### src/common/safety_settings.svh
/*
 * Cluster size and DMR pair encodings. The pair decode only covers three harts,
 * so SAFETY_NHARTS must stay at 3.
 */
`ifndef SAFETY_SETTINGS_SVH
`define SAFETY_SETTINGS_SVH

// Number of harts in the cluster
`define SAFETY_NHARTS 3

// DMR mask with harts 0 and 1 paired
`define SAFETY_PAIR_LO 3'b011

// DMR mask with harts 1 and 2 paired
`define SAFETY_PAIR_HI 3'b110

`endif

### src/common/safety_pkg.sv
/*
 * Types shared by the mode controller. The config word is read either as a
 * mode code or as its dual and variant bits.
 */
`include "safety_settings.svh"

package safety_pkg;

  // One bit per hart
  typedef logic [`SAFETY_NHARTS-1:0] hart_vec_t;

  typedef enum logic [1:0] {
    SAFE_SINGLE      = 2'b00,
    SAFE_TMR         = 2'b01,
    SAFE_DMR         = 2'b10,
    SAFE_DMR_DELAYED = 2'b11
  } safe_mode_e;

  // Variant means TMR when not dual, delayed lockstep when dual
  typedef struct packed {
    logic dual;
    logic variant;
  } safe_cfg_bits_t;

  typedef union packed {
    safe_mode_e     mode;
    safe_cfg_bits_t bits;
  } safe_cfg_u;

  typedef enum logic [2:0] {
    MODE_RESET, MODE_BOOT, MODE_IDLE, MODE_SINGLE, MODE_TMR, MODE_DMR
  } mode_state_e;

  typedef enum logic [2:0] {
    SINGLE_RESET, SINGLE_IDLE, SINGLE_START, SINGLE_RUN, SINGLE_SYNC_OFF
  } single_state_e;

  typedef enum logic [2:0] {
    TMR_RESET, TMR_IDLE, TMR_START, TMR_BOOT, TMR_SYNC, TMR_SYNCINTC, TMR_SWSYNC
  } tmr_state_e;

  typedef enum logic [3:0] {
    DMR_RESET, DMR_IDLE, DMR_START, DMR_BOOT, DMR_SYNC, DMR_STOP, DMR_INTC_REC,
    DMR_RECOVERY
  } dmr_state_e;

endpackage

### src/hw/mode_seq_fsm.sv
/*
 * General sequencer. Boots the cluster, then picks a mode from idle while
 * start is high. A mode is left only once start drops and its harts are idle.
 */
`timescale 1ns/1ps

module mode_seq_fsm (
  input  logic                  clk_i,
  input  logic                  rst_ni,
  input  logic                  start_i,
  input  safety_pkg::hart_vec_t hart_wfi_i,
  input  safety_pkg::safe_cfg_u safe_cfg_i,
  input  logic                  single_busy_i,
  input  logic                  tmr_busy_i,
  input  logic                  dmr_busy_i,
  output logic                  single_go_o,
  output logic                  tmr_go_o,
  output logic                  dmr_go_o,
  output logic                  gen_boot_o,
  output logic                  single_boot_o,
  output logic                  idle_dbg_o
);
  import safety_pkg::*;

  mode_state_e state_q, state_d;

  always_ff @(posedge clk_i or negedge rst_ni)
  begin
    if (!rst_ni)
    begin
      state_q <= MODE_RESET;
    end
    else
    begin
      state_q <= state_d;
    end
  end

  always_comb
  begin
    state_d = state_q;
    case (state_q)
      MODE_RESET:
      begin
        state_d = MODE_BOOT;
      end
      MODE_BOOT:
      begin
        if (&hart_wfi_i)
        begin
          state_d = MODE_IDLE;
        end
      end
      MODE_IDLE:
      begin
        if (start_i)
        begin
          // Both DMR codes share one mode, the variant only matters per hart
          case (safe_cfg_i.mode)
            SAFE_SINGLE: state_d = MODE_SINGLE;
            SAFE_TMR:    state_d = MODE_TMR;
            default:     state_d = MODE_DMR;
          endcase
        end
      end
      MODE_SINGLE:
      begin
        if (!start_i && !single_busy_i)
        begin
          state_d = MODE_IDLE;
        end
      end
      MODE_TMR:
      begin
        if (!start_i && !tmr_busy_i)
        begin
          state_d = MODE_IDLE;
        end
      end
      MODE_DMR:
      begin
        if (!start_i && !dmr_busy_i)
        begin
          state_d = MODE_IDLE;
        end
      end
      default:
      begin
        state_d = MODE_IDLE;
      end
    endcase
  end

  assign single_go_o   = (state_q == MODE_SINGLE) && start_i;
  assign tmr_go_o      = (state_q == MODE_TMR) && start_i;
  assign dmr_go_o      = (state_q == MODE_DMR) && start_i;
  assign gen_boot_o    = (state_q == MODE_BOOT);
  assign single_boot_o = (state_q == MODE_SINGLE);
  assign idle_dbg_o    = (state_q == MODE_IDLE);

endmodule

### src/hw/single_run_fsm.sv
/*
 * Single-mode machine. Halts the master cores for boot, then runs until the
 * software ends or start drops. The external stop waits for all harts to wake.
 */
`timescale 1ns/1ps

module single_run_fsm (
  input  logic                  clk_i,
  input  logic                  rst_ni,
  input  logic                  single_go_i,
  input  logic                  start_i,
  input  logic                  end_sw_routine_i,
  input  safety_pkg::hart_vec_t master_core_i,
  input  safety_pkg::hart_vec_t halt_ack_i,
  input  safety_pkg::hart_vec_t hart_wfi_i,
  output safety_pkg::hart_vec_t halt_req_o,
  output logic                  single_busy_o
);
  import safety_pkg::*;

  single_state_e state_q, state_d;

  always_ff @(posedge clk_i or negedge rst_ni)
  begin
    if (!rst_ni)
    begin
      state_q <= SINGLE_RESET;
    end
    else
    begin
      state_q <= state_d;
    end
  end

  always_comb
  begin
    state_d = state_q;
    case (state_q)
      SINGLE_RESET:
      begin
        state_d = SINGLE_IDLE;
      end
      SINGLE_IDLE:
      begin
        if (single_go_i && !end_sw_routine_i)
        begin
          state_d = SINGLE_START;
        end
      end
      SINGLE_START:
      begin
        // Every master must have acked, and nothing else
        if (halt_ack_i == master_core_i)
        begin
          state_d = SINGLE_RUN;
        end
      end
      SINGLE_RUN:
      begin
        if (end_sw_routine_i && (&hart_wfi_i))
        begin
          state_d = SINGLE_IDLE;
        end
        else if (!start_i && (halt_ack_i == '0) && !end_sw_routine_i)
        begin
          state_d = SINGLE_SYNC_OFF;
        end
      end
      SINGLE_SYNC_OFF:
      begin
        if (hart_wfi_i == '0)
        begin
          state_d = SINGLE_IDLE;
        end
      end
      default:
      begin
        state_d = SINGLE_IDLE;
      end
    endcase
  end

  assign halt_req_o    = (state_q == SINGLE_START) ? master_core_i : '0;
  assign single_busy_o = (state_q != SINGLE_IDLE);

endmodule

### src/hw/tmr/tmr_hart_fsm.sv
/*
 * One TMR machine per hart. A voter error starts the software resync right
 * away. All per-hart requests are OR-ed into single outputs.
 */
`timescale 1ns/1ps
`include "safety_settings.svh"

module tmr_hart_fsm (
  input  logic                  clk_i,
  input  logic                  rst_ni,
  input  logic                  tmr_go_i,
  input  logic                  end_sw_routine_i,
  input  logic                  tmr_error_i,
  input  safety_pkg::hart_vec_t halt_ack_i,
  input  safety_pkg::hart_vec_t hart_wfi_i,
  input  safety_pkg::hart_vec_t hart_intc_ack_i,
  output safety_pkg::hart_vec_t halt_req_o,
  output safety_pkg::hart_vec_t swresync_o,
  output logic                  bus_req_o,
  output logic                  voter_en_o,
  output logic                  boot_o,
  output logic                  tmr_busy_o
);
  import safety_pkg::*;

  hart_vec_t bus_v, voter_v, boot_v, busy_v;

  for (genvar i = 0; i < `SAFETY_NHARTS; i++)
  begin : g_hart
    tmr_state_e state_q, state_d;

    always_ff @(posedge clk_i or negedge rst_ni)
    begin
      if (!rst_ni)
      begin
        state_q <= TMR_RESET;
      end
      else
      begin
        state_q <= state_d;
      end
    end

    always_comb
    begin
      state_d = state_q;
      case (state_q)
        TMR_RESET:
        begin
          state_d = TMR_IDLE;
        end
        TMR_IDLE:
        begin
          if (tmr_go_i)
          begin
            state_d = TMR_START;
          end
        end
        TMR_START:
        begin
          if (halt_ack_i[i])
          begin
            state_d = TMR_BOOT;
          end
        end
        TMR_BOOT:
        begin
          if (!halt_ack_i[i])
          begin
            state_d = TMR_SYNC;
          end
        end
        TMR_SYNC:
        begin
          if ((&hart_wfi_i) && end_sw_routine_i)
          begin
            state_d = TMR_IDLE;
          end
          else if (tmr_error_i)
          begin
            state_d = TMR_SYNCINTC;
          end
        end
        // Software resync, all harts ack the interrupt and then release it
        TMR_SYNCINTC:
        begin
          if (&hart_intc_ack_i)
          begin
            state_d = TMR_SWSYNC;
          end
        end
        TMR_SWSYNC:
        begin
          if (hart_intc_ack_i == '0)
          begin
            state_d = TMR_SYNC;
          end
        end
        default:
        begin
          state_d = TMR_IDLE;
        end
      endcase
    end

    assign halt_req_o[i] = (state_q == TMR_START);
    assign swresync_o[i] = (state_q == TMR_SYNCINTC) || (state_q == TMR_SWSYNC);
    assign boot_v[i]     = (state_q == TMR_START) || (state_q == TMR_BOOT);
    assign bus_v[i]      = boot_v[i] || (state_q == TMR_SYNC) || swresync_o[i];
    assign voter_v[i]    = bus_v[i];
    assign busy_v[i]     = (state_q != TMR_IDLE);
  end

  assign bus_req_o  = |bus_v;
  assign voter_en_o = |voter_v;
  assign boot_o     = |boot_v;
  assign tmr_busy_o = |busy_v;

endmodule

### src/hw/dmr/dmr_hart_fsm.sv
/*
 * One DMR machine per hart, started only for harts in the mask. Only the two
 * pair masks are decoded, any other mask watches comparator 2.
 */
`timescale 1ns/1ps
`include "safety_settings.svh"

module dmr_hart_fsm (
  input  logic                  clk_i,
  input  logic                  rst_ni,
  input  logic                  dmr_go_i,
  input  safety_pkg::safe_cfg_u safe_cfg_i,
  input  safety_pkg::hart_vec_t dmr_mask_i,
  input  logic                  end_sw_routine_i,
  input  safety_pkg::hart_vec_t dmr_error_i,
  input  safety_pkg::hart_vec_t halt_ack_i,
  input  safety_pkg::hart_vec_t hart_wfi_i,
  output safety_pkg::hart_vec_t halt_req_o,
  output safety_pkg::hart_vec_t dmr_config_o,
  output safety_pkg::hart_vec_t wfi_dmr_o,
  output logic                  bus_req_o,
  output logic                  dual_mode_o,
  output logic                  delayed_o,
  output logic                  boot_o,
  output logic                  rec_o,
  output logic                  dmr_busy_o
);
  import safety_pkg::*;

  hart_vec_t active_v, boot_v, rec_v, delayed_v, busy_v;
  logic      pair_error;
  logic      delayed_cfg;
  logic      delayed_q;

  // Comparator output that belongs to the selected pair
  always_comb
  begin
    if (dmr_mask_i == `SAFETY_PAIR_LO)
    begin
      pair_error = dmr_error_i[0];
    end
    else if (dmr_mask_i == `SAFETY_PAIR_HI)
    begin
      pair_error = dmr_error_i[1];
    end
    else
    begin
      pair_error = dmr_error_i[2];
    end
  end

  assign delayed_cfg = safe_cfg_i.bits.dual & safe_cfg_i.bits.variant;

  for (genvar i = 0; i < `SAFETY_NHARTS; i++)
  begin : g_hart
    dmr_state_e state_q, state_d;

    always_ff @(posedge clk_i or negedge rst_ni)
    begin
      if (!rst_ni)
      begin
        state_q <= DMR_RESET;
      end
      else
      begin
        state_q <= state_d;
      end
    end

    always_comb
    begin
      state_d = state_q;
      case (state_q)
        DMR_RESET:    state_d = DMR_IDLE;
        DMR_IDLE:
        begin
          if (dmr_go_i && dmr_mask_i[i])
          begin
            state_d = DMR_START;
          end
        end
        DMR_START:
        begin
          if (halt_ack_i[i])
          begin
            state_d = DMR_BOOT;
          end
        end
        DMR_BOOT:
        begin
          if (!halt_ack_i[i])
          begin
            state_d = DMR_SYNC;
          end
        end
        DMR_SYNC:
        begin
          if ((&hart_wfi_i) && end_sw_routine_i)
          begin
            state_d = DMR_IDLE;
          end
          else if (pair_error)
          begin
            state_d = DMR_STOP;
          end
        end
        // Recovery, park both harts, then halt and release to resume in sync
        DMR_STOP:
        begin
          if (&hart_wfi_i)
          begin
            state_d = DMR_INTC_REC;
          end
        end
        DMR_INTC_REC:
        begin
          if (halt_ack_i[i])
          begin
            state_d = DMR_RECOVERY;
          end
        end
        DMR_RECOVERY:
        begin
          if (!halt_ack_i[i])
          begin
            state_d = DMR_SYNC;
          end
        end
        default:      state_d = DMR_IDLE;
      endcase
    end

    assign halt_req_o[i]   = (state_q == DMR_START) || (state_q == DMR_INTC_REC);
    assign dmr_config_o[i] = (state_q != DMR_IDLE);
    assign wfi_dmr_o[i]    = (state_q == DMR_STOP);
    assign boot_v[i]       = (state_q == DMR_START) || (state_q == DMR_BOOT);
    assign rec_v[i]        = (state_q == DMR_INTC_REC) || (state_q == DMR_RECOVERY);
    assign active_v[i]     = boot_v[i] || rec_v[i] || (state_q == DMR_SYNC) || wfi_dmr_o[i];
    // No delayed request while stopped for recovery
    assign delayed_v[i]    = delayed_cfg && active_v[i] && !wfi_dmr_o[i];
    assign busy_v[i]       = (state_q != DMR_IDLE);
  end

  //////////////////////////////////////////////////
  // Sticky delayed-lockstep flag
  //////////////////////////////////////////////////

  // Held until the cluster is back in single mode with all harts parked
  always_ff @(posedge clk_i or negedge rst_ni)
  begin
    if (!rst_ni)
    begin
      delayed_q <= 1'b0;
    end
    else if ((&hart_wfi_i) && !safe_cfg_i.bits.dual && !safe_cfg_i.bits.variant)
    begin
      delayed_q <= 1'b0;
    end
    else if (|delayed_v)
    begin
      delayed_q <= 1'b1;
    end
  end

  assign delayed_o   = delayed_q | (|delayed_v);
  assign bus_req_o   = |active_v;
  assign dual_mode_o = |active_v;
  assign boot_o      = |boot_v;
  assign rec_o       = |rec_v;
  assign dmr_busy_o  = |busy_v;

endmodule

### src/hw/safety_ctrl.sv
/*
 * Mode controller for a three-hart cluster. All signals are plain levels with
 * no handshake. Mode changes only pass through idle, never live.
 */
`timescale 1ns/1ps

module safety_ctrl (
  input  logic                  clk_i,
  input  logic                  rst_ni,
  input  logic                  start_i,
  input  logic                  end_sw_routine_i,
  input  logic                  tmr_error_i,
  input  safety_pkg::safe_cfg_u safe_cfg_i,
  input  safety_pkg::hart_vec_t dmr_mask_i,
  input  safety_pkg::hart_vec_t master_core_i,
  input  safety_pkg::hart_vec_t halt_ack_i,
  input  safety_pkg::hart_vec_t hart_wfi_i,
  input  safety_pkg::hart_vec_t hart_intc_ack_i,
  input  safety_pkg::hart_vec_t dmr_error_i,
  output safety_pkg::hart_vec_t interrupt_halt_o,
  output safety_pkg::hart_vec_t interrupt_swresync_o,
  output safety_pkg::hart_vec_t dmr_config_o,
  output safety_pkg::hart_vec_t wfi_dmr_o,
  output logic                  single_bus_o,
  output logic                  tmr_voter_enable_o,
  output logic                  dual_mode_o,
  output logic                  delayed_o,
  output logic                  dmr_rec_o,
  output logic                  start_boot_o,
  output logic                  en_ext_debug_req_o
);
  import safety_pkg::*;

  logic      single_go, tmr_go, dmr_go;
  logic      gen_boot, single_boot, idle_dbg;
  logic      single_busy, tmr_busy, dmr_busy;
  hart_vec_t single_halt, tmr_halt, dmr_halt;
  logic      tmr_bus, tmr_voter, tmr_boot;
  logic      dmr_bus, dmr_boot;

  mode_seq_fsm i_mode_seq (
    .clk_i         (clk_i),
    .rst_ni        (rst_ni),
    .start_i       (start_i),
    .hart_wfi_i    (hart_wfi_i),
    .safe_cfg_i    (safe_cfg_i),
    .single_busy_i (single_busy),
    .tmr_busy_i    (tmr_busy),
    .dmr_busy_i    (dmr_busy),
    .single_go_o   (single_go),
    .tmr_go_o      (tmr_go),
    .dmr_go_o      (dmr_go),
    .gen_boot_o    (gen_boot),
    .single_boot_o (single_boot),
    .idle_dbg_o    (idle_dbg)
  );

  single_run_fsm i_single (
    .clk_i            (clk_i),
    .rst_ni           (rst_ni),
    .single_go_i      (single_go),
    .start_i          (start_i),
    .end_sw_routine_i (end_sw_routine_i),
    .master_core_i    (master_core_i),
    .halt_ack_i       (halt_ack_i),
    .hart_wfi_i       (hart_wfi_i),
    .halt_req_o       (single_halt),
    .single_busy_o    (single_busy)
  );

  tmr_hart_fsm i_tmr (
    .clk_i            (clk_i),
    .rst_ni           (rst_ni),
    .tmr_go_i         (tmr_go),
    .end_sw_routine_i (end_sw_routine_i),
    .tmr_error_i      (tmr_error_i),
    .halt_ack_i       (halt_ack_i),
    .hart_wfi_i       (hart_wfi_i),
    .hart_intc_ack_i  (hart_intc_ack_i),
    .halt_req_o       (tmr_halt),
    .swresync_o       (interrupt_swresync_o),
    .bus_req_o        (tmr_bus),
    .voter_en_o       (tmr_voter),
    .boot_o           (tmr_boot),
    .tmr_busy_o       (tmr_busy)
  );

  dmr_hart_fsm i_dmr (
    .clk_i            (clk_i),
    .rst_ni           (rst_ni),
    .dmr_go_i         (dmr_go),
    .safe_cfg_i       (safe_cfg_i),
    .dmr_mask_i       (dmr_mask_i),
    .end_sw_routine_i (end_sw_routine_i),
    .dmr_error_i      (dmr_error_i),
    .halt_ack_i       (halt_ack_i),
    .hart_wfi_i       (hart_wfi_i),
    .halt_req_o       (dmr_halt),
    .dmr_config_o     (dmr_config_o),
    .wfi_dmr_o        (wfi_dmr_o),
    .bus_req_o        (dmr_bus),
    .dual_mode_o      (dual_mode_o),
    .delayed_o        (delayed_o),
    .boot_o           (dmr_boot),
    .rec_o            (dmr_rec_o),
    .dmr_busy_o       (dmr_busy)
  );

  //////////////////////////////////////////////////
  // Output merge
  //////////////////////////////////////////////////

  // Boot keeps the shared bus and voter on until all harts park in wfi
  assign single_bus_o       = gen_boot | tmr_bus | dmr_bus;
  assign tmr_voter_enable_o = gen_boot | tmr_voter;
  assign start_boot_o       = single_boot | tmr_boot | dmr_boot;
  assign interrupt_halt_o   = single_halt | tmr_halt | dmr_halt;
  assign en_ext_debug_req_o = idle_dbg;

endmodule

### config.mk
export PLATFORM = sky130hd
export DESIGN_NAME = safety_ctrl
export DESIGN_NICKNAME = d
export VERILOG_FILES = /design/src/common/safety_pkg.sv /design/src/hw/mode_seq_fsm.sv /design/src/hw/single_run_fsm.sv /design/src/hw/tmr/tmr_hart_fsm.sv /design/src/hw/dmr/dmr_hart_fsm.sv /design/src/hw/safety_ctrl.sv
export VERILOG_INCLUDE_DIRS = /design/src /design/src/common
export SDC_FILE = /design/constraint.sdc
export NUM_CORES = 1
export LEC_CHECK = 0
export BUFFER_PORTS_ARGS = -buffer_cell sky130_fd_sc_hd__buf_4
export CORE_ASPECT_RATIO = 0.9
export CORE_UTILIZATION = 58
export DETAILED_ROUTE_END_ITERATION = 10
export PLACE_DENSITY = 0.83
export SYNTH_ARGS = -nofsm -noshare
export SYNTH_HDL_FRONTEND = slang
export SYNTH_SLANG_ARGS = --single-unit
export TNS_END_PERCENT = 10
### constraint.sdc
create_clock -name clk_i -period 6.1 [get_ports clk_i]
set_clock_uncertainty 0.05 [all_clocks]
set_input_delay 0.61 -clock clk_i [delete_from_list [all_inputs] [get_ports clk_i]]
set_output_delay 0.61 -clock clk_i [all_outputs]
set_load 0.01 [all_outputs]
## Word level (Yosys, flattened, before mapping)

Cells that the tools add are included.
Widths: inputs -> output; s select.

- Flip-flop bits (word level): 28
- Bits in latches: 0
- Bits in writable memories: 0
- ROM bits: 0
- Output and inout bits: 19
- Memories kept: 0

- $add $sub $neg: 0
- Multiply operators: 0
- Divide/modulo/power cells: 0
- Order comparisons: 0
- Equal/unequal tests: 104
- Shift operators: 0
- Multiplexer cells: 50
- Bitwise logic cells: 8
- Reduce and logical (&&, ||, !) cells: 88

Operators with widths:

| kind | count |
|---|---|
| $pmux 3 s6 | 4 |
| $pmux 4 s6 | 3 |
| $mux 3 | 22 |
| $mux 4 | 15 |
| $eq 4x3->1 const B | 12 |
| $ne 2x2->1 const B | 22 |
| $eq 3x3->1 const B | 13 |
| $reduce_and 6->1 | 6 |
| $eq 3x2->1 const B | 11 |
| $ne 2x1->1 const B | 16 |
| $logic_or 1x1->1 | 30 |
| $eq 4x2->1 const B | 6 |
| $ne 3x1->1 const B | 8 |
| $reduce_or 3->1 | 8 |
| $logic_and 1x1->1 | 21 |
| $eq 3x1->1 const B | 5 |
| $eq 4x1->1 const B | 3 |
| $logic_not 3->1 | 4 |
| $ne 4x1->1 const B | 3 |
| $pmux 3 s4 | 1 |
| $logic_not 1->1 | 10 |
| $ne 3x2->1 const B | 3 |
| $or 3x3->3 | 2 |
| $pmux 3 s2 | 1 |
| other kinds (11) | 21 |

## Logic depth before layout (Yosys ltp)

- Depth after elaboration: 10
- Mapped depth: 5
- Gate-level depth less buffers: 4

## Cells and area by module

From an unflattened synthesis, not the netlist that was laid out.

- Cell total of the unflattened synthesis: 264
- Area total of the unflattened synthesis: 2154.6 µm²

Modules (own cells, without submodules):

| module | instances | cells each | area an instance (µm²) | seq. area each (µm²) |
|---|---|---|---|---|
| dmr_hart_fsm | 1 | 104 | 842.1 | 250.2 |
| tmr_hart_fsm | 1 | 96 | 774.5 | 225.2 |
| single_run_fsm | 1 | 30 | 259.0 | 75.1 |
| mode_seq_fsm | 1 | 28 | 241.5 | 75.1 |
| safety_ctrl | 1 | 6 | 37.5 | 0.0 |

## Least setup slack after synthesis

No wires, ideal clock.

- Path kind: reg2out
- Start: register i_dmr.g_hart[0].state_q[2]
- End: output single_bus_o
- Arrival time: 1715 ps
- Required time: 5440 ps
- Setup slack: 3725 ps
- Stages on the path, launching flop included: 5
- Buffers on the path: 1
- Cells stage by stage: dfrtp_1 buf_6 or4_4 or3_1 or2_2

- Longest elaborated chain between the ends: 7

Ends and longest elaborated chain:

| item | RTL line | RTL |
|---|---|---|
| start, declared | dmr_hart_fsm.sv:56 | `dmr_state_e state_q, state_d;` |
| start signal, assigned | dmr_hart_fsm.sv:66 | `state_q <= state_d;` |
| $eq 4x2->1 / $eq 4x3->1 (equally long branches) | dmr_hart_fsm.sv:136, dmr_hart_fsm.sv:137 |  |
| $logic_or 1x1->1, on equally long branches | dmr_hart_fsm.sv:136, dmr_hart_fsm.sv:137 |  |
| $logic_or 1x1->1 (2 in a row) | dmr_hart_fsm.sv:138 | `assign active_v[i] = boot_v[i] \|\| rec_v[i] \|\| (state_q == DMR_SYNC) \|\| wfi_dmr_o[i];` |
| $logic_or 1x1->1 (*) | dmr_hart_fsm.sv:138 |  |
| $reduce_or 3->1 (*) | - |  |
| via dual_mode_o | safety_ctrl.sv:26 | `output logic dual_mode_o,` |
| $or 1x1->1 (*) | safety_ctrl.sv:114 | `assign single_bus_o = gen_boot \| tmr_bus \| dmr_bus;` |
| end, declared | safety_ctrl.sv:24 | `output logic single_bus_o,` |

The timed path passes the listed nets; every way through them passes the cells marked *.

## Worst setup path in the final report

- Start: register i_dmr.g_hart[0].state_q[2]
- End: output single_bus_o

- Longest elaborated chain between the ends: 7

Ends and longest elaborated chain:

| item | RTL line | RTL |
|---|---|---|
| $eq 4x2->1 / $eq 4x3->1 (equally long branches) | dmr_hart_fsm.sv:136, dmr_hart_fsm.sv:137 |  |
| $logic_or 1x1->1, on equally long branches | dmr_hart_fsm.sv:136, dmr_hart_fsm.sv:137 |  |
| $logic_or 1x1->1 (2 in a row) | dmr_hart_fsm.sv:138 |  |
| $logic_or 1x1->1 (*) | dmr_hart_fsm.sv:138 |  |
| $reduce_or 3->1 (*) | dmr_hart_fsm.sv:166 | `assign bus_req_o = \|active_v;` |
| $or 1x1->1 (*) | safety_ctrl.sv:114 |  |

Every way passes the cells marked *; elsewhere a longest branch is shown, timed or not.

==> impl_results.html <==
<table>
<tr><th>Metric</th><th>Value</th></tr>
<tr><th colspan="2">Timing</th></tr>
<tr><td>Accumulated negative setup slack</td><td>0 ps</td></tr>
<tr><td>Unrepaired setup endpoints after global routing</td><td>false</td></tr>
<tr><td>Final-report max-slew violation count</td><td>0</td></tr>
<tr><td>Upper clock frequency limit</td><td>approximately 360 MHz</td></tr>
<tr><td>Hold slack</td><td>between 150 and 200 ps</td></tr>
<tr><td>Worst max-slew margin expressed relative to the limit</td><td>63.93%</td></tr>
<tr><td>Final Hold Vio Count</td><td>0</td></tr>
<tr><td>Min cycle time layout</td><td>about 2800 ps</td></tr>
<tr><td>Endpoints failing setup</td><td>0</td></tr>
<tr><td>Share of the clock period used by the worst path after layout</td><td>45.25%</td></tr>
<tr><td>Tightest Pin Transition</td><td>537.0 ps</td></tr>
<tr><th colspan="2">Routing</th></tr>
<tr><td>Post-route ant nets</td><td>0</td></tr>
<tr><td>Routed vias/inst</td><td>6.280</td></tr>
<tr><td>Via Count</td><td>1997</td></tr>
<tr><td>Detailed Route WL</td><td>approximately 5000 um</td></tr>
<tr><td>Routed wire per std cell</td><td>about 16 um</td></tr>
<tr><td>DRC viols</td><td>0</td></tr>
<tr><td>Violation count after the first detailed-routing iteration</td><td>roughly 250</td></tr>
<tr><td>Number of detailed-routing iterations run before antenna repair</td><td>5</td></tr>
<tr><th colspan="2">Clocking</th></tr>
<tr><td>H-tree depth reported by CTS</td><td>1</td></tr>
<tr><td>TritonCTS clock tree</td><td>yes</td></tr>
<tr><td>Number of buffers created by CTS</td><td>3</td></tr>
<tr><td>Post CTS Setup Buffer Count</td><td>0</td></tr>
<tr><td>Resized Gates After CTS</td><td>0</td></tr>
<tr><td>Clock root buffer</td><td>sky130_fd_sc_hd__clkbuf_8</td></tr>
<tr><td>CTS Hold Bufs</td><td>0</td></tr>
<tr><td>Buffer depth of the longest clock path</td><td>2</td></tr>
<tr><td>Clock latency of the later-clocked register in the worst-skew pair</td><td>~270 ps</td></tr>
<tr><td>Clock sink count</td><td>25</td></tr>
<tr><td>Clock slew at reported path FFs</td><td>around 90 ps</td></tr>
<tr><th colspan="2">Global route</th></tr>
<tr><td>Global-route total usage across every layer</td><td>approximately 29%</td></tr>
<tr><td>Pin count of the biggest net entering global routing</td><td>26</td></tr>
<tr><td>First-pass GRT wire length</td><td>8204 um</td></tr>
<tr><td>GRT met1 Usage</td><td>43.30%</td></tr>
<tr><td>Layer with the highest usage after global routing</td><td>met2</td></tr>
<tr><td>Routing usage on met3</td><td>4.200%</td></tr>
<tr><td>Number of antenna violations at the first check in global routing</td><td>0</td></tr>
<tr><td>Via count of the first global-routing pass</td><td>1756</td></tr>
<tr><td>Sum of overflow across all layers after global routing</td><td>0</td></tr>
<tr><td>Grt met2 use</td><td>43.93%</td></tr>
<tr><th colspan="2">Place</th></tr>
<tr><td>Number of input and output port buffers inserted</td><td>43</td></tr>
<tr><td>Total half-perimeter wirelength after legalization and detailed placement</td><td>3728 um</td></tr>
<tr><td>Placed instance count</td><td>314</td></tr>
<tr><td>Cell area after placement</td><td>2262 sq um</td></tr>
<tr><td>RePlAce Congestion</td><td>0.8551</td></tr>
<tr><th colspan="2">Logic synthesis</th></tr>
<tr><td>Most frequently used cell type in the post-synthesis netlist</td><td>sky130_fd_sc_hd__o21ai_0</td></tr>
<tr><td>Top area cells in the synthesized netlist</td><td>sky130_fd_sc_hd__dfrtp_1 32%, sky130_fd_sc_hd__o21ai_0 6.6%, sky130_fd_sc_hd__nand2b_1 6.4%</td></tr>
<tr><td>Yosys Warn Count</td><td>0</td></tr>
<tr><td>Synthesized netlist cell count</td><td>245</td></tr>
<tr><td>Number of storage elements in the synthesis netlist</td><td>25</td></tr>
<tr><td>Synthesized net count</td><td>270</td></tr>
<tr><td>Register area share after synthesis</td><td>31.97%</td></tr>
<tr><td>Mean post-synth cell area</td><td>7.987 sq um</td></tr>
<tr><td>Post-synth EDFFs</td><td>0</td></tr>
<tr><td>Commonest cells in the synthesized netlist</td><td>26 x sky130_fd_sc_hd__o21ai_0, 25 x sky130_fd_sc_hd__dfrtp_1, 20 x sky130_fd_sc_hd__nand2b_1</td></tr>
<tr><td>Top_reg_cell synth</td><td>sky130_fd_sc_hd__dfrtp_1</td></tr>
<tr><td>Cell taking the most area after synthesis</td><td>sky130_fd_sc_hd__dfrtp_1</td></tr>
<tr><td>Share of synthesized flip-flops with an asynchronous set or reset</td><td>100.0%</td></tr>
<tr><td>Number of distinct standard cells referenced by the synthesized netlist</td><td>57</td></tr>
<tr><td>Total standard cell area after synthesis</td><td>1957 sq um</td></tr>
<tr><td>Top-area cell type share of the netlist area</td><td>31.97%</td></tr>
<tr><th colspan="2">Setup path</th></tr>
<tr><td>Critical path's largest stage delay</td><td>560 ps</td></tr>
<tr><td>CP startpoint kind</td><td>flop</td></tr>
<tr><td>Required time of the critical path</td><td>5440 ps</td></tr>
<tr><td>Data arrival time of the critical path</td><td>2100 ps</td></tr>
<tr><td>Type of the setup path with the least slack</td><td>flop to output port</td></tr>
<tr><td>Capturing element type of the critical path</td><td>output port</td></tr>
<tr><td>Biggest fanout along the worst timing path</td><td>10</td></tr>
<tr><td>Critical Path, Cell by Cell</td><td>or4_4, or3_1, or2_2, buf_4</td></tr>
<tr><td>Max stage delay cell, worst path</td><td>sky130_fd_sc_hd__or4_4</td></tr>
<tr><th colspan="2">Worst hold path</th></tr>
<tr><td>Worst hold path type</td><td>input port to asynchronous set/reset pin</td></tr>
<tr><th colspan="2">Power and ir drop</th></tr>
<tr><td>Total Power</td><td>0.9073 mW</td></tr>
<tr><td>Total power density per cell area</td><td>393.3 nW/um^2</td></tr>
<tr><td>Maximum vdd ir drop</td><td>307.4 uV</td></tr>
<tr><td>Static leakage power</td><td>0.9672 nW</td></tr>
<tr><th colspan="2">Layout</th></tr>
<tr><td>Register area</td><td>625.6 sq um</td></tr>
<tr><td>Area used by multi-input combinational logic</td><td>between 1000 and 1500 sq um</td></tr>
<tr><td>Final Non-Filler Cells</td><td>318</td></tr>
<tr><td>Fill cell total of the finished layout</td><td>263</td></tr>
<tr><td>Count of nets after finishing</td><td>302</td></tr>
<tr><td>Cell area after layout</td><td>about 2300 sq um</td></tr>
<tr><td># diodes</td><td>0</td></tr>
<tr><td>Area growth, synth to finish</td><td>17.90%</td></tr>
<tr><td>Ratio of cells with drive above 1 in the final layout</td><td>between 10% and 20%</td></tr>
<tr><th colspan="2">Die</th></tr>
<tr><td>Number of I/O pins</td><td>44</td></tr>
<tr><td>Die Area</td><td>3610 sq um</td></tr>
<tr><td>Initial core utilization</td><td>62.36%</td></tr>
<tr><td>Core Rows</td><td>19</td></tr>
<tr><td>Core outline area</td><td>3138 sq um</td></tr>
<tr><td>Die extent in x</td><td>63.23 um</td></tr>
<tr><td>Die extent in y</td><td>57.11 um</td></tr>
<tr><th colspan="2">Run</th></tr>
<tr><td>Max-cap violations</td><td>0</td></tr>
<tr><th colspan="2">Run status</th></tr>
<tr><td>Status</td><td>completed</td></tr>
</table>
## report_power, final
group / internal [mW] / switching [mW] / total, mW
Combinational: 0.235 / 0.223 / 0.458
Clock: 0.0468 / 0.0539 / 0.101
Sequential: 0.222 / 0.127 / 0.349
## cell families after synthesis
kind of cell,Yosys count,share of synthesized area [%]
AO/OA/AOI/OAI,75,25.64
XOR/XNOR,4,1.791
buffers and inverters,28,5.882
flip-flops,25,31.97
multiplexers,6,3.197
AND/OR/NAND/NOR,107,31.52
## metrics by stage
step	util (%)	setup slack, ps
2_1_floorplan	-	3725
3_3_place_gp	72.09	3678
3_5_place_dp	72.09	3644
4_1_cts	73.52	3343
5_1_grt	73.52	3291
6_report	73.52	3340
## metal layers
metal	part of all wire [%]	vias to the layer above
met5	0	-
met4	0.86	0
met3	7.4	6
met2	46	79
met1	46	949
li1	-	963
## cell usage in the layout (no fill, tap or decap), types with 3 or more instances in the layout
cell	instances
sky130_fd_sc_hd__buf_4	43
sky130_fd_sc_hd__o21ai_0	26
sky130_fd_sc_hd__dfrtp_1	25
sky130_fd_sc_hd__nand2b_1	20
sky130_fd_sc_hd__nand2_1	17
sky130_fd_sc_hd__nor2_1	16
sky130_fd_sc_hd__inv_1	12
sky130_fd_sc_hd__a21oi_1	11
sky130_fd_sc_hd__nor2b_1	9
sky130_fd_sc_hd__nor3_1	7
sky130_fd_sc_hd__nand3_1	6
sky130_fd_sc_hd__and3_1	4
sky130_fd_sc_hd__and2_1	4
sky130_fd_sc_hd__or3_1	4
sky130_fd_sc_hd__mux2i_1	4
sky130_fd_sc_hd__o22ai_1	4
sky130_fd_sc_hd__nand4_1	3
sky130_fd_sc_hd__a21boi_0	3
sky130_fd_sc_hd__xor2_1	3
sky130_fd_sc_hd__nand4b_1	3
sky130_fd_sc_hd__o2bb2ai_1	3
sky130_fd_sc_hd__clkbuf_8	3
## final cells by class
cell class	count	area share, %
multi-input combinational	192	52.71
sequential	25	27.12
timing repair buffer	43	13.99
tap	42	2.278
clock buffer	4	1.952
inverter	12	1.952
## final timing paths
kind | slack, ps | start | end | cells past startpoint
max | 3340 | i_dmr.g_hart[0].state_q[2] | single_bus_o | 4
min | 180 | rst_ni | i_single.state_q[2] | 1
max reg2reg | 4090 | i_dmr.g_hart[0].state_q[2] | i_mode_seq.state_q[2] | 4
min reg2reg | 520 | i_single.state_q[2] | i_single.state_q[1] | 1
max in group asynchronous | 5560 | rst_ni | i_tmr.g_hart[0].state_q[2] | 1
min in group clk_i | 520 | i_single.state_q[2] | i_single.state_q[1] | 1
## sequential cells by signal (all words and copies together) (netlist names)
signal / count
i_single.state_q: 3
i_dmr.g_hart.state_q: 9
i_mode_seq.state_q: 3
i_tmr.g_hart.state_q: 9
i_dmr.delayed_q: 1
## critical path: cells and delay by family (launching register included)
family	cells	cell delay, ps
AND/OR/NAND/NOR	3	1200
flip-flops	1	480
buffers and inverters	1	140
(Power assumes the default switching activity.)
